==> src/verilog/soc_pkg.sv <==
package soc_pkg;

    localparam int ADDR_WIDTH = 32;
    localparam int DATA_WIDTH = 32;
    localparam int STRB_WIDTH = DATA_WIDTH / 8;
    localparam int TIMER_WIDTH = 2 * DATA_WIDTH;

    // Index 0 core, 1 debug, 2 DMA
    localparam int NB_INIT = 3;
    localparam int NB_REGION = 3;
    localparam int NB_PRIV = 4;

    localparam int SRAM_WORDS = 256;
    localparam int ROM_WORDS = 16;
    localparam int SRAM_AW = $clog2(SRAM_WORDS);
    localparam int ROM_AW = $clog2(ROM_WORDS);
    // Wide enough for the largest region, the CLINT
    localparam int TGT_OFFS_WIDTH = 14;

    // ------------------------------------------------------------------------
    // Address map
    // ------------------------------------------------------------------------
    localparam logic [ADDR_WIDTH-1:0] ROM_BASE = 32'h0000_1000;
    localparam logic [ADDR_WIDTH-1:0] ROM_LENGTH = 32'h0000_0040;
    localparam logic [ADDR_WIDTH-1:0] CLINT_BASE = 32'h0200_0000;
    localparam logic [ADDR_WIDTH-1:0] CLINT_LENGTH = 32'h0000_C000;
    localparam logic [ADDR_WIDTH-1:0] SRAM_BASE = 32'h8000_0000;
    localparam logic [ADDR_WIDTH-1:0] SRAM_LENGTH = 32'h0000_0400;

    localparam logic [ADDR_WIDTH-1:0] MTIMECMP_OFFSET = 32'h0000_4000;
    localparam logic [ADDR_WIDTH-1:0] MTIME_OFFSET = 32'h0000_BFF8;

    typedef enum logic [1:0] {
        PRIV_U = 2'd0,
        PRIV_S = 2'd1,
        PRIV_M = 2'd3
    } priv_lvl_t;

    // Encoding doubles as the access table region index
    typedef enum logic [1:0] {
        REG_ROM,
        REG_CLINT,
        REG_SRAM,
        REG_NONE
    } region_e;

    typedef logic [1:0] init_idx_t;

    // Indexed as [initiator][region][privilege], bit set means allowed
    typedef logic [NB_INIT-1:0][NB_REGION-1:0][NB_PRIV-1:0] access_ctrl_t;

    typedef struct packed {
        logic                  we;
        logic [ADDR_WIDTH-1:0] addr;
        logic [DATA_WIDTH-1:0] wdata;
        logic [STRB_WIDTH-1:0] be;
        priv_lvl_t             priv;
    } bus_req_t;

    typedef struct packed {
        logic [DATA_WIDTH-1:0] rdata;
        logic                  err;
    } bus_rsp_t;

    typedef struct packed {
        logic                      we;
        logic [TGT_OFFS_WIDTH-1:0] offs;
        logic [DATA_WIDTH-1:0]     wdata;
        logic [STRB_WIDTH-1:0]     be;
    } tgt_req_t;

    localparam logic [DATA_WIDTH-1:0] BOOT_IMAGE [ROM_WORDS] = '{
        32'hf140_2573, 32'h0000_0597, 32'h0405_8593, 32'h8000_02b7,
        32'h0002_8067, 32'h1050_0073, 32'hffdf_f06f, 32'h0000_0013,
        32'h1357_9bdf, 32'h2468_ace0, 32'h0f1e_2d3c, 32'h4b5a_6978,
        32'h8796_a5b4, 32'hc3d2_e1f0, 32'h5a5a_a5a5, 32'h0000_0001
    };

    // Byte lane merge for partial writes
    function automatic logic [DATA_WIDTH-1:0] merge_bytes(
        input logic [DATA_WIDTH-1:0] old_word,
        input logic [DATA_WIDTH-1:0] new_word,
        input logic [STRB_WIDTH-1:0] be
    );
        logic [DATA_WIDTH-1:0] word;
        word = old_word;
        for (int b = 0; b < STRB_WIDTH; b++) begin
            if (be[b]) begin
                word[8*b +: 8] = new_word[8*b +: 8];
            end
        end
        return word;
    endfunction

endpackage

==> src/verilog/bus_arbiter.sv <==
`timescale 1ns/1ps

module bus_arbiter import soc_pkg::*; (
    input  logic               clk_i,
    input  logic               arst_n_i,
    input  logic [NB_INIT-1:0] req_valid_i,
    input  bus_req_t           req_i [NB_INIT],
    output logic [NB_INIT-1:0] gnt_o,
    output logic               bus_valid_o,
    output bus_req_t           bus_req_o,
    output init_idx_t          bus_init_o,
    input  logic               rsp_valid_i,
    input  bus_rsp_t           rsp_i,
    output logic [NB_INIT-1:0] rsp_valid_o,
    output bus_rsp_t           rsp_o [NB_INIT]
);

    init_idx_t rr_ptr_q;
    init_idx_t rsp_idx_q;
    init_idx_t gnt_idx;
    logic      gnt_valid;

    // Search starts at the pointer, nearest requester wins
    always_comb begin
        int cand;
        gnt_valid = 1'b0;
        gnt_idx = '0;
        for (int i = NB_INIT - 1; i >= 0; i--) begin
            cand = (int'(rr_ptr_q) + i) % NB_INIT;
            if (req_valid_i[cand]) begin
                gnt_valid = 1'b1;
                gnt_idx = init_idx_t'(cand);
            end
        end
    end

    assign bus_valid_o = gnt_valid;
    assign bus_req_o = req_i[gnt_idx];
    assign bus_init_o = gnt_idx;

    always_ff @(posedge clk_i or negedge arst_n_i) begin
        if (!arst_n_i) begin
            rr_ptr_q <= '0;
            rsp_idx_q <= '0;
        end else if (gnt_valid) begin
            rr_ptr_q <= (gnt_idx == init_idx_t'(NB_INIT - 1)) ? '0 : gnt_idx + 2'd1;
            rsp_idx_q <= gnt_idx;
        end
    end

    // Grant and response steering
    always_comb begin
        for (int k = 0; k < NB_INIT; k++) begin
            gnt_o[k] = gnt_valid && (gnt_idx == init_idx_t'(k));
            rsp_valid_o[k] = rsp_valid_i && (rsp_idx_q == init_idx_t'(k));
            rsp_o[k] = rsp_i;
        end
    end

endmodule

==> config.mk <==
export PLATFORM = sky130hd
export DESIGN_NAME = bus_arbiter
export DESIGN_NICKNAME = d
export VERILOG_FILES = /design/src/verilog/soc_pkg.sv /design/src/verilog/bus_arbiter.sv
export SDC_FILE = /design/constraint.sdc
export NUM_CORES = 1
export LEC_CHECK = 0
export BUFFER_PORTS_ARGS = -buffer_cell sky130_fd_sc_hd__buf_2
export CELL_PAD_IN_SITES_DETAIL_PLACEMENT = 1
export CELL_PAD_IN_SITES_GLOBAL_PLACEMENT = 2
export CORE_AREA = 5 5 165 167
export DETAILED_ROUTE_END_ITERATION = 8
export DIE_AREA = 0 0 170 172
export MAX_ROUTING_LAYER = met4
export PLACE_DENSITY_LB_ADDON = 0.1
export SKIP_LAST_GASP = 1
export SYNTH_ARGS = -nofsm -noshare
export SYNTH_HDL_FRONTEND = slang
export SYNTH_SLANG_ARGS = --single-unit
==> constraint.sdc <==
create_clock -name clk_i -period 4.3 [get_ports clk_i]
set_clock_uncertainty 0.1 [all_clocks]
set_input_delay 0.43 -clock clk_i [delete_from_list [all_inputs] [get_ports clk_i]]
set_output_delay 0.43 -clock clk_i [all_outputs]
set_load 0.005 [all_outputs]
==> results by group <==
Clocking
  • Clock sink count: 4
  • Buffer cell driving the clock tree root: clkbuf_16
  • H-tree lvl count: 1
  • Clock Latency Late Sink: 220 ps
  • Maximum root-to-sink buffer count: 2
  • Clk pin slew, worst setup/hold paths: 30 ps
  • CTS tree: done
  • Number of clock buffers inserted by TritonCTS: 3
  • Post-CTS Setup Inserts: 0

Floorplanning
  • Die footprint: 29200 um2
  • Die span in y: 172 um
  • # IOs: 431
  • Rows: 59
  • Die span in x: 170 um
  • Initial standard-cell utilization of the core: 10.2%
  • Area of the core: 25600 um2

Power and ir drop
  • Leak Pwr: 2.05 nW
  • Cell-internal power: 1.22 mW
  • Switching power as a share of total power: 56.8%
  • Net switching power of the design: 1.60 mW
  • Clock power frac: 5.1%
  • Sequential power share: 2.6%
  • Part of the total power dissipated in combinational logic: 92.3%
  • Power per unit of standard cell area: 749 nW/um2
  • Highest ir drop seen on vdd: 0.000589 V

Synthesis
  • Most instantiated flip-flop cell in the synthesis netlist: dfrtp_1
  • Average footprint of a synthesized cell: 5.59 um2
  • Netlist Area Pre-Place: 2620 um2
  • Sequential element share of the synthesized area: 3.82%
  • Yosys synthesis warning count: 0
  • Yosys reg bits: 4
  • Post-Synthesis Cells: 469
  • Area leader, netlist: buf_4
  • Cell variety after synth: 32
  • Top-area cell type share of the netlist area: 28.4%
  • Biggest area contributors in the synthesized netlist: buf_4, nand2_1, a31oi_1, nor2_1, dfrtp_1
  • Asr flop ratio synth: 100%
  • Post-Syn Nets: 724
  • Number of synthesized flops with an enable pin: 0

Finish
  • Most common cell after layout, fill and taps aside: buf_2
  • Non-filler instance count after layout: 986
  • Fraction of final layout cells with drive strength greater than 1: 48.8%
  • Most frequent cells in the layout: buf_2, nand2_1, nor2_1
  • Number of nets in the final layout: 904
  • # fillers: 3281
  • Area grow syn2layout: 43.4%

Worst setup path
  • Crit Path Class: reg2out
  • Critical Path Max Stage Delay: 460 ps
  • Required time of the worst setup path: 3770 ps
  • Critical path fanouts, max: 32
  • Critical-path cell with the highest stage delay: ha_1
  • FF-to-FF path depth: 7
  • Critical path endpoint category: primary output
  • Worst-path cell chain: inv_1, ha_1, a22oi_1, o22ai_1, o21a_2, buf_4, nand2_1, a31oi_1, buf_2
  • Crit path DAT: 2750 ps
  • Kind of start point of the critical path: flop

GRT
  • Number of antenna violations at the first check in global routing: 4
  • Overall fraction of global-route tracks in use: 9.69%
  • Maximum number of pins on one net before global-route repair: 51
  • Wire length of the first global-routing pass: 21700 um
  • Number of global-route vias before repair: 3994
  • GRT overflow: 0

Routing
  • Routed WL per cell: 15.6 um
  • Number of iterations in the first detailed-routing pass: 4
  • DRC viols: 0
  • Total length of routed wires: 15400 um
  • DRC violation total after the first TritonRoute iteration: 91
  • Post-route antenna net violation count: 0
  • Vias post-DR: 3692
  • DR vias/cell: 3.74

Place
  • Buffers added on ports: 298
  • Cells after DPL: 978
  • Half-perimeter wire length after placement: 13000 um
  • Final weighted congestion in routability-driven placement: 0.827
  • Placement Setup Slack: 1230 ps

Worst hold path
  • Cell depth of the worst min-delay path: 2
  • Class of the most critical hold timing path: reg2reg

STA
  • Number of pins exceeding their max-slew limit in the final report: 0
  • Time the worst path needs with I/O delays and setup: 3280 ps
  • Setup repair after global routing missed its margin: no
  • Least setup slack across all paths after layout: 1020 ps
  • Final-report hold violation count: 0
  • Slew at the pin closest to its max-slew limit: 509 ps
  • Finish-stage setup viols: 0
  • Final worst path period share: 76.3%
  • Fmax: 0.305 GHz
  • Setup TNS: 0 ps
  • Worst rel slew slack: 66.1%

Outcome
  • Run status: finished, final reports clean

Job
  • Total of max-cap violations: 0
==> cell usage after synthesis (all sizes together), types with 2 or more instances <==
library cell	number
nand2	147
buf	118
nor2	75
a31oi	72
clkbuf	14
inv	5
dfrtp	4
nand2b	4
a21o	3
a21oi	3
ha	3
and3b	2
mux2i	2
o22ai	2
==> logic make-up after synthesis <==
family	after synthesis	synth area share [%]
and+or+nand+nor	235	35.3
AOI/OAI and AO/OA	87	21.7
adders and majority gates	3	1.43
buffers and inverters	137	36.6
DFF	4	3.82
muxes	3	1.19
==> critical path, delay by kind of cell (launching register included) <==
| kind | cells | cell delay [ps] |
|---|---|---|
| AOI/OAI and AO/OA | 4 | 1000 |
| adders and majority gates | 1 | 460 |
| buffers and inverters | 3 | 630 |
| DFF | 1 | 330 |
| and+or+nand+nor | 1 | 100 |
==> state kept, by name, summed over array words and instances, names as in the netlist <==
| signal | flops |
|---|---|
| rr_ptr_q | 2 |
| rsp_idx_q | 2 |
==> stage by stage <==
stage / power [mW] / area (um2) / utilization, % / hold slack [ps]
4_1_cts: 2.92 / 3750 / 14.6 / 443
6_report: 2.81 / 3760 / 14.7 / 440
3_5_place_dp: 2.76 / 3660 / 14.3 / 147
5_1_grt: 3.16 / 3760 / 14.7 / 464
2_1_floorplan: 1.73 / 2620 / - / 34.4
3_3_place_gp: 2.78 / 3660 / 14.3 / 143
==> layer usage <==
layer | up-vias | wire length (um) | GRT usage (%)
met5 | - | 0 | -
met4 | 0 | 556 | 3.58
met3 | 39 | 1330 | 2.17
met2 | 183 | 8140 | 19.0
met1 | 1656 | 5320 | 9.24
li1 | 1814 | - | -
==> power by group through the flow <==
stage               Sequential (mW)  Combinational [mW]  Clock, mW
finish                       0.0729                2.60      0.144
global route                 0.0763                2.93      0.151
CTS                          0.0731                2.70      0.147
detailed placement           0.0737                2.69          0
global placement             0.0727                2.70          0
floorplan                    0.0686                1.66          0
==> layout make-up <==
type                            count  area [um2]  area share (%)
Inverter                            5        18.8           0.500
Clock buffer                        3        75.1            2.00
Sequential cell                     4         100            2.66
Tap cell                          335         419            11.2
Timing Repair Buffer              307        1560            41.6
Antenna cell                        4        10.0           0.266
Multi-Input combinational cell    328        1570            41.8
==> worst paths after layout <==
path	slack [ps]	startpoint	end
max in group asynchronous	3510	arst_n_i	rsp_idx_q[0]$_DFFE_PN0P_
worst min register to register	440	rsp_idx_q[1]$_DFFE_PN0P_	rsp_idx_q[1]$_DFFE_PN0P_
worst min-delay path	440	rsp_idx_q[1]$_DFFE_PN0P_	rsp_idx_q[1]$_DFFE_PN0P_
worst max-delay path	1020	rr_ptr_q[0]$_DFFE_PN0P_	bus_req_o[2]
worst max register to register	1940	rr_ptr_q[0]$_DFFE_PN0P_	rr_ptr_q[0]$_DFFE_PN0P_
min in group asynchronous	460	arst_n_i	rr_ptr_q[1]$_DFFE_PN0P_
==> timing repair <==
item	CTS	global route
hold buffers	1	0
hold endpoints to repair	4	0
resized for setup	0	0
No activity file was read; power rests on OpenSTA's default activity.
