## src/verilog/soc_pkg.sv

```systemverilog
package soc_pkg;

    localparam int ADDR_WIDTH = 32;
    localparam int DATA_WIDTH = 32;
    localparam int STRB_WIDTH = DATA_WIDTH / 8;
    localparam int TIMER_WIDTH = 2 * DATA_WIDTH;

    // Index 0 core, 1 debug, 2 DMA
    localparam int NB_INIT = 3;
    localparam int NB_REGION = 3;
    localparam int NB_PRIV = 4;

    localparam int SRAM_WORDS = 256;
    localparam int ROM_WORDS = 16;
    localparam int SRAM_AW = $clog2(SRAM_WORDS);
    localparam int ROM_AW = $clog2(ROM_WORDS);
    // Wide enough for the largest region, the CLINT
    localparam int TGT_OFFS_WIDTH = 14;

    // ------------------------------------------------------------------------
    // Address map
    // ------------------------------------------------------------------------
    localparam logic [ADDR_WIDTH-1:0] ROM_BASE = 32'h0000_1000;
    localparam logic [ADDR_WIDTH-1:0] ROM_LENGTH = 32'h0000_0040;
    localparam logic [ADDR_WIDTH-1:0] CLINT_BASE = 32'h0200_0000;
    localparam logic [ADDR_WIDTH-1:0] CLINT_LENGTH = 32'h0000_C000;
    localparam logic [ADDR_WIDTH-1:0] SRAM_BASE = 32'h8000_0000;
    localparam logic [ADDR_WIDTH-1:0] SRAM_LENGTH = 32'h0000_0400;

    localparam logic [ADDR_WIDTH-1:0] MTIMECMP_OFFSET = 32'h0000_4000;
    localparam logic [ADDR_WIDTH-1:0] MTIME_OFFSET = 32'h0000_BFF8;

    typedef enum logic [1:0] {
        PRIV_U = 2'd0,
        PRIV_S = 2'd1,
        PRIV_M = 2'd3
    } priv_lvl_t;

    // Encoding doubles as the access table region index
    typedef enum logic [1:0] {
        REG_ROM,
        REG_CLINT,
        REG_SRAM,
        REG_NONE
    } region_e;

    typedef logic [1:0] init_idx_t;

    // Indexed as [initiator][region][privilege], bit set means allowed
    typedef logic [NB_INIT-1:0][NB_REGION-1:0][NB_PRIV-1:0] access_ctrl_t;

    typedef struct packed {
        logic                  we;
        logic [ADDR_WIDTH-1:0] addr;
        logic [DATA_WIDTH-1:0] wdata;
        logic [STRB_WIDTH-1:0] be;
        priv_lvl_t             priv;
    } bus_req_t;

    typedef struct packed {
        logic [DATA_WIDTH-1:0] rdata;
        logic                  err;
    } bus_rsp_t;

    typedef struct packed {
        logic                      we;
        logic [TGT_OFFS_WIDTH-1:0] offs;
        logic [DATA_WIDTH-1:0]     wdata;
        logic [STRB_WIDTH-1:0]     be;
    } tgt_req_t;

    localparam logic [DATA_WIDTH-1:0] BOOT_IMAGE [ROM_WORDS] = '{
        32'hf140_2573, 32'h0000_0597, 32'h0405_8593, 32'h8000_02b7,
        32'h0002_8067, 32'h1050_0073, 32'hffdf_f06f, 32'h0000_0013,
        32'h1357_9bdf, 32'h2468_ace0, 32'h0f1e_2d3c, 32'h4b5a_6978,
        32'h8796_a5b4, 32'hc3d2_e1f0, 32'h5a5a_a5a5, 32'h0000_0001
    };

    // Byte lane merge for partial writes
    function automatic logic [DATA_WIDTH-1:0] merge_bytes(
        input logic [DATA_WIDTH-1:0] old_word,
        input logic [DATA_WIDTH-1:0] new_word,
        input logic [STRB_WIDTH-1:0] be
    );
        logic [DATA_WIDTH-1:0] word;
        word = old_word;
        for (int b = 0; b < STRB_WIDTH; b++) begin
            if (be[b]) begin
                word[8*b +: 8] = new_word[8*b +: 8];
            end
        end
        return word;
    endfunction

endpackage

```

## src/verilog/timer_clint.sv

```systemverilog
`timescale 1ns/1ps

module timer_clint import soc_pkg::*; (
    input  logic                  clk_i,
    input  logic                  arst_n_i,
    input  logic                  rtc_i,
    input  logic                  sel_i,
    input  tgt_req_t              tgt_req_i,
    output logic [DATA_WIDTH-1:0] rdata_o,
    output logic                  timer_irq_o
);

    logic [2:0]                  rtc_sync_q;
    logic                        rtc_rise;
    logic [TIMER_WIDTH-1:0]      mtime_q;
    logic [TIMER_WIDTH-1:0]      mtimecmp_q;
    logic [TGT_OFFS_WIDTH-2:0]   dword;
    logic                        hi_word;
    logic                        hit_mtime;
    logic                        hit_cmp;
    logic [DATA_WIDTH-1:0]       rd_word;

    // Both registers are 64-bit aligned, bit 0 of the word offset picks the half
    assign dword = tgt_req_i.offs[TGT_OFFS_WIDTH-1:1];
    assign hi_word = tgt_req_i.offs[0];
    assign hit_mtime = dword == MTIME_OFFSET[TGT_OFFS_WIDTH+1:3];
    assign hit_cmp = dword == MTIMECMP_OFFSET[TGT_OFFS_WIDTH+1:3];

    assign rtc_rise = rtc_sync_q[1] & ~rtc_sync_q[2];

    always_ff @(posedge clk_i or negedge arst_n_i) begin
        if (!arst_n_i) begin
            rtc_sync_q <= '0;
            mtime_q <= '0;
            mtimecmp_q <= '1;
            timer_irq_o <= 1'b0;
        end else begin
            rtc_sync_q <= {rtc_sync_q[1:0], rtc_i};
            // Software write wins over the tick
            if (sel_i && tgt_req_i.we && hit_mtime) begin
                if (hi_word) begin
                    mtime_q[TIMER_WIDTH-1:DATA_WIDTH] <= merge_bytes(
                        mtime_q[TIMER_WIDTH-1:DATA_WIDTH], tgt_req_i.wdata, tgt_req_i.be);
                end else begin
                    mtime_q[DATA_WIDTH-1:0] <= merge_bytes(
                        mtime_q[DATA_WIDTH-1:0], tgt_req_i.wdata, tgt_req_i.be);
                end
            end else if (rtc_rise) begin
                mtime_q <= mtime_q + 64'd1;
            end
            if (sel_i && tgt_req_i.we && hit_cmp) begin
                if (hi_word) begin
                    mtimecmp_q[TIMER_WIDTH-1:DATA_WIDTH] <= merge_bytes(
                        mtimecmp_q[TIMER_WIDTH-1:DATA_WIDTH], tgt_req_i.wdata, tgt_req_i.be);
                end else begin
                    mtimecmp_q[DATA_WIDTH-1:0] <= merge_bytes(
                        mtimecmp_q[DATA_WIDTH-1:0], tgt_req_i.wdata, tgt_req_i.be);
                end
            end
            timer_irq_o <= mtime_q >= mtimecmp_q;
        end
    end

    always_comb begin
        rd_word = '0;
        if (hit_mtime) begin
            rd_word = hi_word ? mtime_q[TIMER_WIDTH-1:DATA_WIDTH] : mtime_q[DATA_WIDTH-1:0];
        end else if (hit_cmp) begin
            rd_word = hi_word ? mtimecmp_q[TIMER_WIDTH-1:DATA_WIDTH]
                              : mtimecmp_q[DATA_WIDTH-1:0];
        end
    end

    always_ff @(posedge clk_i) begin
        if (sel_i) begin
            rdata_o <= rd_word;
        end
    end

endmodule

```

## config.mk

```make
export PLATFORM = sky130hd
export DESIGN_NAME = timer_clint
export DESIGN_NICKNAME = d
export VERILOG_FILES = /design/src/verilog/soc_pkg.sv /design/src/verilog/timer_clint.sv
export SDC_FILE = /design/constraint.sdc
export NUM_CORES = 1
export LEC_CHECK = 0
export BUFFER_PORTS_ARGS = -buffer_cell sky130_fd_sc_hd__buf_2
export CORE_UTILIZATION = 45
export DETAILED_ROUTE_END_ITERATION = 8
export PLACE_DENSITY = 0.6
export SLEW_MARGIN = 20
export SYNTH_ARGS = -nofsm -noshare
export SYNTH_HDL_FRONTEND = slang
export SYNTH_SLANG_ARGS = --single-unit
```

## constraint.sdc

```tcl
create_clock -name clk_i -period 2.75 [get_ports clk_i]
set_clock_uncertainty 0.1 [all_clocks]
set_input_delay 0.275 -clock clk_i [delete_from_list [all_inputs] [get_ports clk_i]]
set_output_delay 0.275 -clock clk_i [all_outputs]
set_load 0.05 [all_outputs]
```

==> metrics.csv <==
stage,metric,value,unit
cts,H-tree Lvls,4,
worst_setup_path,CP max-delay cell,nor4_1,
power_and_ir_drop,Pwr Density,454,nW/um2
worst_setup_path,worst r2r src,mtimecmp_q[38]$_DFFE_PN1P_,
min_path,Worst Hold Class,in -> reg,
cts,CTS max path bufs,2,
flow_run,maxcap violations,0,
synth,"Net Count, Synth",1210,
layout,most frequent cells in the layout,"nand2_1 (100), a21oi_1 (93), buf_2 (85)",
sta,Fin. Hold Viols,0,
drt,WL final,31.5,mm
synth,syn_area_per_cell,9.51,um2
layout,"most common cell after layout, fill and taps aside",nand2_1,
power_and_ir_drop,static leakage,5.92,nW
sta,Fmax achieved,382,MHz
placed_design,Buffers on Ports,87,
worst_setup_path,Crit path largest cell delay,0.59,ns
cts,Clock Latency Late Sink,0.44,ns
sta,# setup viols final,0,
sta,worst slew pin tran,0.859,ns
floorplan,total die area,23700,um2
layout,fin nets,1364,
worst_setup_path,stages on the worst setup path,8,
synth,cell count after synthesis,1090,
layout,n_diodes,0,
sta,max-slew violations,0,
global_routing,largest net degree at the start of global routing,63,
worst_setup_path,Crit. Startpoint,mtimecmp_q[38]$_DFFE_PN1P_,
cts,CTS sink cnt,164,
floorplan,number of I/O pins,88,
placed_design,Final Wtd Congestion,0.934,
synth,Main synth FF type,dfrtp_1,
worst_setup_path,worst reg2reg endpoint,timer_irq_o$_DFF_PN0_,
drt,Antenna Violating Nets Remaining,0,
worst_setup_path,crit path launch type,register,
sta,min Tclk post-route,2.62,ns
worst_setup_path,crit-path cells,inv_1 -> ha_1 -> nand4_1 -> nor4_1 -> nand2_1 -> o211a_1 -> o31a_1 -> o31ai_1,
floorplan,core area,22600,um2
placed_design,HPWL Detailed,22.8,mm
sta,fin crit share,95.1,%
cts,CTS buffer count,17,
synth,Post-synth EDFFs,32,
drt,DRC,0,
outcome,status,finished clean,
worst_setup_path,Worst setup EP type,register,
worst_setup_path,CP endpoint,timer_irq_o$_DFF_PN0_,
synth,sequential area share after synthesis,41.9,%
worst_setup_path,FF-to-FF path depth,8,
sta,Slew HR,42.5,%
worst_setup_path,kind of critical path,reg -> reg,
worst_setup_path,Arrival @ worst endpoint,2.85,ns
floorplan,DIE HEIGHT,154,um
layout,Fill cells,2082,
synth,asr flop ratio synth,80.5,%
worst_setup_path,Buf/Inv on CP,1,
layout,P&R area growth vs syn,19.5,%
drt,Pre-antenna DRT Iters,5,
synth,post-synthesis cell area,10400,um2
drt,via count,9216,
synth,synth warn,0,
worst_setup_path,Top delay family on crit path,simple AND/OR/NAND/NOR gates,
worst_setup_path,R2R setup slack,0.13,ns
floorplan,initial core utilization,45.8,%
cts,CTS tree,yes,
sta,unrepaired setup endpoints after global routing,false,
cts,"Clk pin slew, worst setup/hold paths",0.06,ns
layout,Multi-input gate area,5530,um2
drt,Routed WL per cell,20.4,um
floorplan,row count,55,
floorplan,Die Span X,154,um
global_routing,global-route wire length before repair,50.1,mm
cts,CTS root buf,clkbuf_16,
global_routing,GRT Overall Usage,27.5,%
layout,FF+latch area,4340,um2
drt,DR iter-0 viols,837,
global_routing,vias in the first global route,8927,
global_routing,antenna violations before repair,0,
sta,Final TNS setup,0,ns
synth,"Distinct cells, synth",66,
layout,final core occ,54.7,%
worst_setup_path,worst path required time,2.98,ns
global_routing,Congestion Overflow GR,0,
power_and_ir_drop,Worst VDD drop,0.000266,V
layout,share of post-route cells with drive strength above 1,24.3,%
worst_setup_path,Max Fanout on Critical Path,3,
synth,number of synthesized register bits,164,
drt,Vias/cell,5.98,
## what timing repair did
action,in CTS,in global routing
gates resized for setup,0,5
hold endpoints to repair,46,0
endpoints found under the setup margin,0,2
hold buffers,30,0
setup buffers,0,2
## Yosys cell counts, types with 8 or more instances
cell type	count	area, um2
nand2_1	101	379
a21oi_1	93	465
o21ai_0	74	370
inv_1	69	259
dfrtp_1	68	1700
mux2i_1	66	661
ha_1	65	813
dfstp_2	64	1680
nor2_1	62	233
o22ai_1	44	275
edfxtp_1	32	961
nand3_1	31	155
clkbuf_1	30	113
nand4_1	28	175
o22a_1	25	219
mux2_2	23	259
and3_1	20	125
a31oi_1	18	113
buf_2	16	80.1
and4_1	14	123
a21o_1	12	90.1
nor3_1	10	50.1
a41o_1	9	90.1
and2_1	9	56.3
nor4_1	9	56.3
a2bb2oi_1	8	70.1
## how the worst min path moves through the flow
| stage | slack (ns) | to | cells after the start | startpoint |
|---|---|---|---|---|
| global route | 0.02 | mtimecmp_q[21]$_DFFE_PN1P_ | 3 | tgt_req_i[25] |
| detailed placement | 0.19 | mtime_q[31]$_DFFE_PN0P_ | 1 | arst_n_i |
| global placement | 0.19 | mtime_q[31]$_DFFE_PN0P_ | 1 | arst_n_i |
| CTS | 0.003 | mtimecmp_q[21]$_DFFE_PN1P_ | 3 | tgt_req_i[25] |
| finish | 0.01 | mtimecmp_q[45]$_DFFE_PN1P_ | 3 | tgt_req_i[17] |
| floorplan | -0.12 | mtime_q[0]$_DFFE_PN0P_ | 0 | arst_n_i |
## routing by layer
metal  vias to the layer above  track usage, %  part of all wire (%)
li1                       4397               -                     -
met1                      4465            38.8                    47
met2                       308            44.0                    47
met3                        46            4.54                   4.7
met4                         0            6.62                   1.5
met5                         -               0                     0
## state kept, by name, summed over array words and instances, names as in the netlist
signal	count
mtime_q	64
mtimecmp_q	64
rdata_o	32
rtc_sync_q	3
timer_irq_o	1
## logic make-up (layout without fill, tap and decap cells)
logic type | Yosys count | count (layout) | synth area share [%]
compound gates | 329 | 329 | 20.0
simple gates | 317 | 317 | 16.4
flops | 164 | 164 | 41.9
fa+ha+maj | 65 | 65 | 7.84
mux | 89 | 89 | 8.87
buf+inv | 126 | 292 | 5.01
## metrics by stage
| step | hold WS [ns] | total power, mW | cells | setup slack (ns) | cell area (um2) |
|---|---|---|---|---|---|
| floorplan | -0.121 | 2.98 | 1090 | 0.423 | 10400 |
| global placement | 0.191 | 3.26 | 1478 | 0.149 | 11500 |
| detailed placement | 0.190 | 3.26 | 1478 | 0.0281 | 11500 |
| CTS | 0.00338 | 5.65 | 1539 | 0.0473 | 12400 |
| global route | 0.0225 | 5.82 | 1541 | 0.0135 | 12400 |
| finish | 0.0123 | 5.62 | 1541 | 0.134 | 12400 |
## cell type report
cell class | count | area share, %
clock buffer | 21 | 3.55
inverter | 69 | 2.09
tap | 285 | 2.88
clock inverter | 10 | 0.898
timing repair buffer | 192 | 11.0
sequential | 164 | 35.0
multi-input combinational | 800 | 44.6
## report_power, final
| group | leakage [nW] | total, mW | switching (mW) | internal, mW |
|---|---|---|---|---|
| combinational | 3.73 | 0.668 | 0.408 | 0.260 |
| clock | 0.263 | 2.35 | 1.02 | 1.33 |
| sequential | 1.93 | 2.61 | 0.0655 | 2.54 |
## worst reg2reg max path, cell delays in order, from the launching register on
cell and delay, ns:
dfstp_2 0.54, inv_1 0.05, ha_1 0.31, nand4_1 0.19, nor4_1 0.59, nand2_1 0.15
o211a_1 0.24, o31a_1 0.10, o31ai_1 0.26
(Power assumes the default switching activity.)
