==> config.mk <==
export PLATFORM = sky130hd
export DESIGN_NAME = boot_rom
export DESIGN_NICKNAME = d
export VERILOG_FILES = /design/src/verilog/soc_pkg.sv /design/src/verilog/boot_rom.sv
export SDC_FILE = /design/constraint.sdc
export NUM_CORES = 1
export LEC_CHECK = 0
export ABC_AREA = 1
export BUFFER_PORTS_ARGS = -buffer_cell sky130_fd_sc_hd__buf_2
export CORE_UTILIZATION = 59
export CTS_BUF_LIST = sky130_fd_sc_hd__clkbuf_8
export CTS_CLUSTER_SIZE = 30
export DETAILED_ROUTE_END_ITERATION = 10
export PLACE_DENSITY_LB_ADDON = 0.1
export SETUP_SLACK_MARGIN = 0.1
export SLEW_MARGIN = 20
export SYNTH_ARGS = -nofsm -noshare
export SYNTH_HDL_FRONTEND = slang
export SYNTH_SLANG_ARGS = --single-unit
==> constraint.sdc <==
create_clock -name clk_i -period 3.79 [get_ports clk_i]
set_input_delay 1.137 -clock clk_i [delete_from_list [all_inputs] [get_ports clk_i]]
set_output_delay 1.137 -clock clk_i [all_outputs]
set_load 0.01 [all_outputs]
==> src/verilog/soc_pkg.sv <==
package soc_pkg;

    localparam int ADDR_WIDTH = 32;
    localparam int DATA_WIDTH = 32;
    localparam int STRB_WIDTH = DATA_WIDTH / 8;
    localparam int TIMER_WIDTH = 2 * DATA_WIDTH;

    // Index 0 core, 1 debug, 2 DMA
    localparam int NB_INIT = 3;
    localparam int NB_REGION = 3;
    localparam int NB_PRIV = 4;

    localparam int SRAM_WORDS = 256;
    localparam int ROM_WORDS = 16;
    localparam int SRAM_AW = $clog2(SRAM_WORDS);
    localparam int ROM_AW = $clog2(ROM_WORDS);
    // Wide enough for the largest region, the CLINT
    localparam int TGT_OFFS_WIDTH = 14;

    // ------------------------------------------------------------------------
    // Address map
    // ------------------------------------------------------------------------
    localparam logic [ADDR_WIDTH-1:0] ROM_BASE = 32'h0000_1000;
    localparam logic [ADDR_WIDTH-1:0] ROM_LENGTH = 32'h0000_0040;
    localparam logic [ADDR_WIDTH-1:0] CLINT_BASE = 32'h0200_0000;
    localparam logic [ADDR_WIDTH-1:0] CLINT_LENGTH = 32'h0000_C000;
    localparam logic [ADDR_WIDTH-1:0] SRAM_BASE = 32'h8000_0000;
    localparam logic [ADDR_WIDTH-1:0] SRAM_LENGTH = 32'h0000_0400;

    localparam logic [ADDR_WIDTH-1:0] MTIMECMP_OFFSET = 32'h0000_4000;
    localparam logic [ADDR_WIDTH-1:0] MTIME_OFFSET = 32'h0000_BFF8;

    typedef enum logic [1:0] {
        PRIV_U = 2'd0,
        PRIV_S = 2'd1,
        PRIV_M = 2'd3
    } priv_lvl_t;

    // Encoding doubles as the access table region index
    typedef enum logic [1:0] {
        REG_ROM,
        REG_CLINT,
        REG_SRAM,
        REG_NONE
    } region_e;

    typedef logic [1:0] init_idx_t;

    // Indexed as [initiator][region][privilege], bit set means allowed
    typedef logic [NB_INIT-1:0][NB_REGION-1:0][NB_PRIV-1:0] access_ctrl_t;

    typedef struct packed {
        logic                  we;
        logic [ADDR_WIDTH-1:0] addr;
        logic [DATA_WIDTH-1:0] wdata;
        logic [STRB_WIDTH-1:0] be;
        priv_lvl_t             priv;
    } bus_req_t;

    typedef struct packed {
        logic [DATA_WIDTH-1:0] rdata;
        logic                  err;
    } bus_rsp_t;

    typedef struct packed {
        logic                      we;
        logic [TGT_OFFS_WIDTH-1:0] offs;
        logic [DATA_WIDTH-1:0]     wdata;
        logic [STRB_WIDTH-1:0]     be;
    } tgt_req_t;

    localparam logic [DATA_WIDTH-1:0] BOOT_IMAGE [ROM_WORDS] = '{
        32'hf140_2573, 32'h0000_0597, 32'h0405_8593, 32'h8000_02b7,
        32'h0002_8067, 32'h1050_0073, 32'hffdf_f06f, 32'h0000_0013,
        32'h1357_9bdf, 32'h2468_ace0, 32'h0f1e_2d3c, 32'h4b5a_6978,
        32'h8796_a5b4, 32'hc3d2_e1f0, 32'h5a5a_a5a5, 32'h0000_0001
    };

    // Byte lane merge for partial writes
    function automatic logic [DATA_WIDTH-1:0] merge_bytes(
        input logic [DATA_WIDTH-1:0] old_word,
        input logic [DATA_WIDTH-1:0] new_word,
        input logic [STRB_WIDTH-1:0] be
    );
        logic [DATA_WIDTH-1:0] word;
        word = old_word;
        for (int b = 0; b < STRB_WIDTH; b++) begin
            if (be[b]) begin
                word[8*b +: 8] = new_word[8*b +: 8];
            end
        end
        return word;
    endfunction

endpackage

==> src/verilog/boot_rom.sv <==
`timescale 1ns/1ps

module boot_rom import soc_pkg::*; (
    input  logic                  clk_i,
    input  logic                  sel_i,
    input  logic [ROM_AW-1:0]     word_i,
    output logic [DATA_WIDTH-1:0] rdata_o
);

    // Registered read of the boot image
    always_ff @(posedge clk_i) begin
        if (sel_i) begin
            rdata_o <= BOOT_IMAGE[word_i];
        end
    end

endmodule

==> flow_metrics.tcl, run 1 <==
set metrics [dict create \
    outcome "complete, no violations" \
    synth.avg_cell_area_sq_um 10.9 \
    viasPerCell 5.47 \
    wire_per_inst_microns 14.0 \
    grt_first_pass_wirelength_microns 4660 \
    cts_hold_buf 0 \
    synthDistinctLibCells 22 \
    dp_hpwl_microns 2060 \
    slew_violations 0 \
    tns_ns 0 \
    peakVddDrop_v 0.000370 \
    largest_register_ffs 32 \
    detail-route-antenna-nets 0 \
    synth_cells 145 \
    dp.cells 206 \
    htreeDepth 2 \
    setup_viol 0 \
    row_count 18 \
    cts.clk_slew.worst_paths_ns 0.06 \
    crit_slowest_cell "ha_1" \
    place_congestion 0.916 \
    fillers 176 \
    endpoint "rdata_o[24]" \
    tightest_slew_ns 0.677 \
    grt_antenna_before_repair 0 \
    stdcell_count 214 \
    drtPass1Iterations 7 \
    required_ns 3.82 \
    grt-ovfl-total 0 \
    area_growth_syn_to_layout_pct 15.9 \
    postCtsSetupRepairBufs 0 \
    arrival_ns 2.19 \
    cp_max_fo 7 \
    regArea_sq_um 961 \
    drive_gt1_frac 0.277 \
    drv_cap 0 \
    path_class "in2reg" \
    rsz0062_at_grt "false" \
    cp_cell_sequence "buf_2 > inv_1 > ha_1 > nand2_1 > nand2_1 > nand2_1 > nand2_1" \
    die_area_sq_mm 0.00289 \
    hold_class "in2reg" \
    core_sq_mm 0.00250 \
    clockRootBuffer "clkbuf_8" \
    grt_start_max_net_pins 33 \
    leakage_nw 0.879 \
    power_density_mw_per_mm2 437 \
    hold_viol 0 \
    cts_tree "yes" \
    max_freq_mhz 464 \
    period_share 0.568 \
    ys_warn_count 0 \
    fin_total_pwr_w 0.000800 \
    cp-end-kind "register" \
    antenna_cells 0 \
    start_kind "input port" \
    ioPinCount 38 \
    drc 0 \
    die_x_microns 53.8 \
    clock_sinks 32 \
    period_needed_ns 2.15 \
    cp_common_cell "nand2_1" \
    startpoint "word_i[0]" \
    grt_pass1_vias 1028 \
    syn_area_sq_mm 0.00158 \
    reg_top3 "rdata_o: 32 flops" \
    nets 199 \
    syn-num-nets 161 \
    largest-register "rdata_o" \
    num_vias 1170 \
    initial_core_util 0.632 \
    io_buffers 37 \
    synth_sequential_area_ratio 0.608 \
    drtIter0Drc 63 \
    cts_resized 0 \
    grt_use_total 0.241 \
    wl_microns 2990 \
    cts_buffers 5 \
    die_h_microns 53.8 \
    cts_buffer_depth 2 \
    multiInputGateArea_sq_um 532 \
    maxSlewHeadroom 0.548 \
    cp_slowest_stage_delay_ns 0.31 \
    ys_ff_latch 32 \
    postLayoutCoreUtil 0.733 \
]
==> routing by layer <==
metal,part of all wire,vias up,global-route usage
met1,0.39,515,0.295
met5,0,-,0
met3,0.11,10,0.102
li1,-,568,-
met4,0.025,0,0.127
met2,0.47,77,0.360
==> per-stage QoR <==
stage          hold WS, ns  area, sq um  setup slack, ns
2_1_floorplan         1.25         1580             1.74
3_3_place_gp          1.55         1750             1.43
3_5_place_dp          1.55         1750             1.36
4_1_cts               1.30         1830             1.66
5_1_grt               1.33         1830             1.53
6_report              1.32         1830             1.64
==> power by group <==
group          internal (W)  total (W)  switching (W)
Combinational     0.0000432   0.000124      0.0000807
Sequential         0.000430   0.000437     0.00000705
Clock              0.000122   0.000239       0.000117
Total              0.000595   0.000800       0.000205
==> logic make-up (layout without fill, tap and decap cells) <==
family	after synthesis	after routing	share of synthesized area
adders and majority gates	10	10	0.0792
and+or+nand+nor	80	80	0.224
AOI/OAI and AO/OA	8	8	0.0333
DFF	32	32	0.608
buffers and inverters	15	54	0.0554
==> worst max-delay path, delay by kind of cell <==
family                     cells  cell delay (ns)
buffers and inverters          2             0.30
adders and majority gates      1             0.31
and+or+nand+nor                4             0.43
==> cells in the mapped netlist <==
master | number | area [sq um]
nor2_4 | 1 | 11.3
ha_1 | 10 | 125
edfxtp_1 | 32 | 961
o21ai_1 | 1 | 5.00
buf_2 | 2 | 10.0
nand2_4 | 1 | 11.3
o21a_1 | 1 | 7.51
o21ai_2 | 2 | 17.5
buf_6 | 3 | 33.8
nand2_2 | 1 | 6.26
nor2_1 | 4 | 15.0
o21ai_0 | 2 | 10.0
buf_4 | 1 | 7.51
o211ai_1 | 1 | 7.51
inv_1 | 7 | 26.3
a21oi_1 | 1 | 5.00
inv_2 | 1 | 3.75
or2_2 | 1 | 6.26
nand3_1 | 22 | 110
nand3_2 | 1 | 10.0
nand2_1 | 49 | 184
inv_4 | 1 | 6.26
==> how the worst min path moves through the flow <==
stage,slack (ns),cells after the start,endpoint,startpoint
5_1_grt,1.33,3,rdata_o[27],word_i[1]
6_report,1.32,2,rdata_o[1],word_i[3]
2_1_floorplan,1.25,0,rdata_o[0],sel_i
3_5_place_dp,1.55,1,rdata_o[10],rdata_o[10]
4_1_cts,1.30,2,rdata_o[1],word_i[3]
3_3_place_gp,1.55,1,rdata_o[29],rdata_o[29]
==> cells in the final DEF (no fill, tap or decap) <==
master,Yosys,layout
nand2_1,49,49
edfxtp_1,32,32
clkbuf_8,0,5
clkinv_1,0,1
inv_2,1,1
o21ai_0,2,2
o21ai_1,1,1
nand3_2,1,1
o21a_1,1,1
buf_2,2,37
ha_1,10,10
nand2_4,1,1
nor2_4,1,1
nor2_1,4,4
a21oi_1,1,1
nand2_2,1,1
or2_2,1,1
inv_4,1,1
o21ai_2,2,2
nand3_1,22,22
o211ai_1,1,1
inv_1,7,9
==> area by class of cell <==
cell class / instances / area share
sequential: 32 / 0.525
multi-input combinational: 98 / 0.290
timing repair buffer: 37 / 0.101
clock buffer: 5 / 0.0376
tap: 30 / 0.0205
inverter: 9 / 0.0198
clock inverter: 3 / 0.00615
No activity file was read; power rests on OpenSTA's default activity.
==> run 2: changes to the inputs <==
Settings changed: ABC_AREA 1 to 0, CORE_UTILIZATION 59 to 50.
Clock period 3.79 ns to 1.8 ns, I/O delays scaled along.
==> flow_metrics.tcl, run 2 <==
set metrics [dict create \
    outcome "complete, no violations" \
    initial_core_util 0.541 \
    leakage_nw 0.899 \
    grt_use_total 0.191 \
    p_int_w 0.00145 \
    use_met3 0.0455 \
    grt.busiest_layer "met2" \
    tns_ns 0 \
    period_needed_ns 1.57 \
    viasPerCell 5.12 \
    synthDistinctLibCells 36 \
    p_sw_w 0.000441 \
    final_cell_mix "buf_2 (37), edfxtp_1 (32), buf_4 (18), nand2_1 (11), o21ai_0 (10)" \
    synth_most_common_cell "edfxtp_1" \
    maxSlewHeadroom 0.742 \
    path_class "in2reg" \
    pwr-share-comb 0.169 \
    placed_cell_area_sq_mm 0.00202 \
    grt_use_met1 0.254 \
    grt-ovfl-total 0 \
    cts_buffers 5 \
    die_area_sq_mm 0.00362 \
    cp_max_fo 6 \
    cp.buffers_inverters 2 \
    place_congestion 0.860 \
    grt_pass1_vias 1076 \
    num_vias 1192 \
    drtPass1Iterations 4 \
    cts_resized 0 \
    drive_gt1_frac 0.392 \
    drc 0 \
    detail-route-antenna-nets 0 \
    cp-end-kind "register" \
    row_count 20 \
    synth_area_leader_cell "edfxtp_1" \
    cp_cell_sequence "buf_2 > clkinvlp_4 > ha_1 > mux4_2" \
    largest_register_ffs 32 \
    arrival_ns 1.59 \
    drv_cap 0 \
    wl_microns 3110 \
    nets 204 \
    period_share 0.874 \
    seq_power_share 0.486 \
    ys.flop_type "edfxtp_1" \
    synth.avg_cell_area_sq_um 12.6 \
    synth_sequential_area_ratio 0.568 \
    hold_slack_ns 0.684 \
    hold_class "in2reg" \
    crit_family "multiplexers" \
    start_kind "input port" \
    htreeDepth 2 \
    synth_cells 134 \
    cp_slowest_stage_delay_ns 0.47 \
    cts_hold_buf 0 \
    cts_tree "yes" \
    io_buffers 37 \
    peakVddDrop_v 0.000519 \
    ys_top_cells_by_count "edfxtp_1 (32), nand2_1 (11), ha_1 (10), o21ai_0 (10), o21ai_1 (9)" \
    wire_per_inst_microns 13.4 \
    syn_area_sq_mm 0.00169 \
    final_common_cell "buf_2" \
    final_cell_area_sq_mm 0.00212 \
    slew_violations 0 \
    tightest_slew_ns 0.387 \
    clockRootBuffer "clkbuf_8" \
    ioPinCount 38 \
    largest-register "rdata_o" \
    synth_edf_count 32 \
    synthArstFlopShare 0 \
    crit_slowest_cell "mux4_2" \
    syn-num-nets 150 \
    cts_buffer_depth 2 \
    grt_first_pass_wirelength_microns 4880 \
    area_growth_syn_to_layout_pct 25.4 \
    min_delay_path_depth 4 \
    grt_start_max_net_pins 33 \
    reg_top3 "rdata_o: 32 flops" \
    max_freq_mhz 635 \
    die_x_microns 60.2 \
    hold_viol 0 \
    antenna_cells 0 \
    p_sw_frac 0.234 \
    clock_sinks 32 \
    postCtsSetupRepairBufs 0 \
    grt_antenna_before_repair 0 \
    rsz0062_at_grt "false" \
    fin_total_pwr_w 0.00189 \
    required_ns 1.82 \
    netlist_top_cells_area "edfxtp_1 (57%), ha_1 (7.4%), o21ai_0 (3.0%)" \
    yosysTopAreaCellShare 0.568 \
    dp_hpwl_microns 2170 \
    cp.depth 4 \
    power_density_mw_per_mm2 890 \
    clock_power_share 0.345 \
    drtIter0Drc 39 \
    cts.clk_slew.worst_paths_ns 0.06 \
    die_h_microns 60.2 \
    ys_warn_count 0 \
    use_met2 0.292 \
    ys_ff_latch 32 \
    setup_viol 0 \
    core_sq_mm 0.00313 \
]
## run 2: metal layers
layer	vias up	wire [microns]
met4	0	48
met1	556	1450
met3	4	125
met2	35	1490
met5	-	0
li1	597	-
## run 2: logic make-up after synthesis
kind of cell    count (synthesis)  share of synthesized area
mux                             5                     0.0377
fa+ha+maj                      10                     0.0740
simple gates                   30                     0.0917
compound gates                 42                      0.162
flops                          32                      0.568
buf+inv                        15                     0.0666
## run 2: cell type report
class,instances,area (sq um)
clock buffers,5,68.8
clock inverters,3,37.5
fillers,244,1010
inverters,6,26.3
multi-input cells,87,633
flip-flops and latches,32,961
well taps,44,55.1
repair buffers,56,340
## run 2: stage by stage
stage / std cells / utilization / setup WS (ns)
after floorplan: 134 / - / 0.107
after global placement: 225 / 0.644 / -0.0208
after detailed placement: 225 / 0.644 / -0.0589
after CTS: 233 / 0.678 / 0.238
after global routing: 233 / 0.678 / 0.150
final: 233 / 0.678 / 0.226
## run 2: power groups by stage
stage | logic, W | registers, W | clock network (W)
2_1_floorplan | 0.000145 | 0.000977 | 0
3_3_place_gp | 0.000319 | 0.000932 | 0
3_5_place_dp | 0.000320 | 0.000933 | 0
4_1_cts | 0.000322 | 0.000918 | 0.000665
5_1_grt | 0.000354 | 0.000924 | 0.000689
6_report | 0.000320 | 0.000917 | 0.000651
## run 2: path summary, 6_finish.rpt
kind / startpoint / endpoint / slack (ns)
setup / recovery: word_i[0] / rdata_o[30] / 0.23
hold / removal: word_i[1] / rdata_o[0] / 0.68
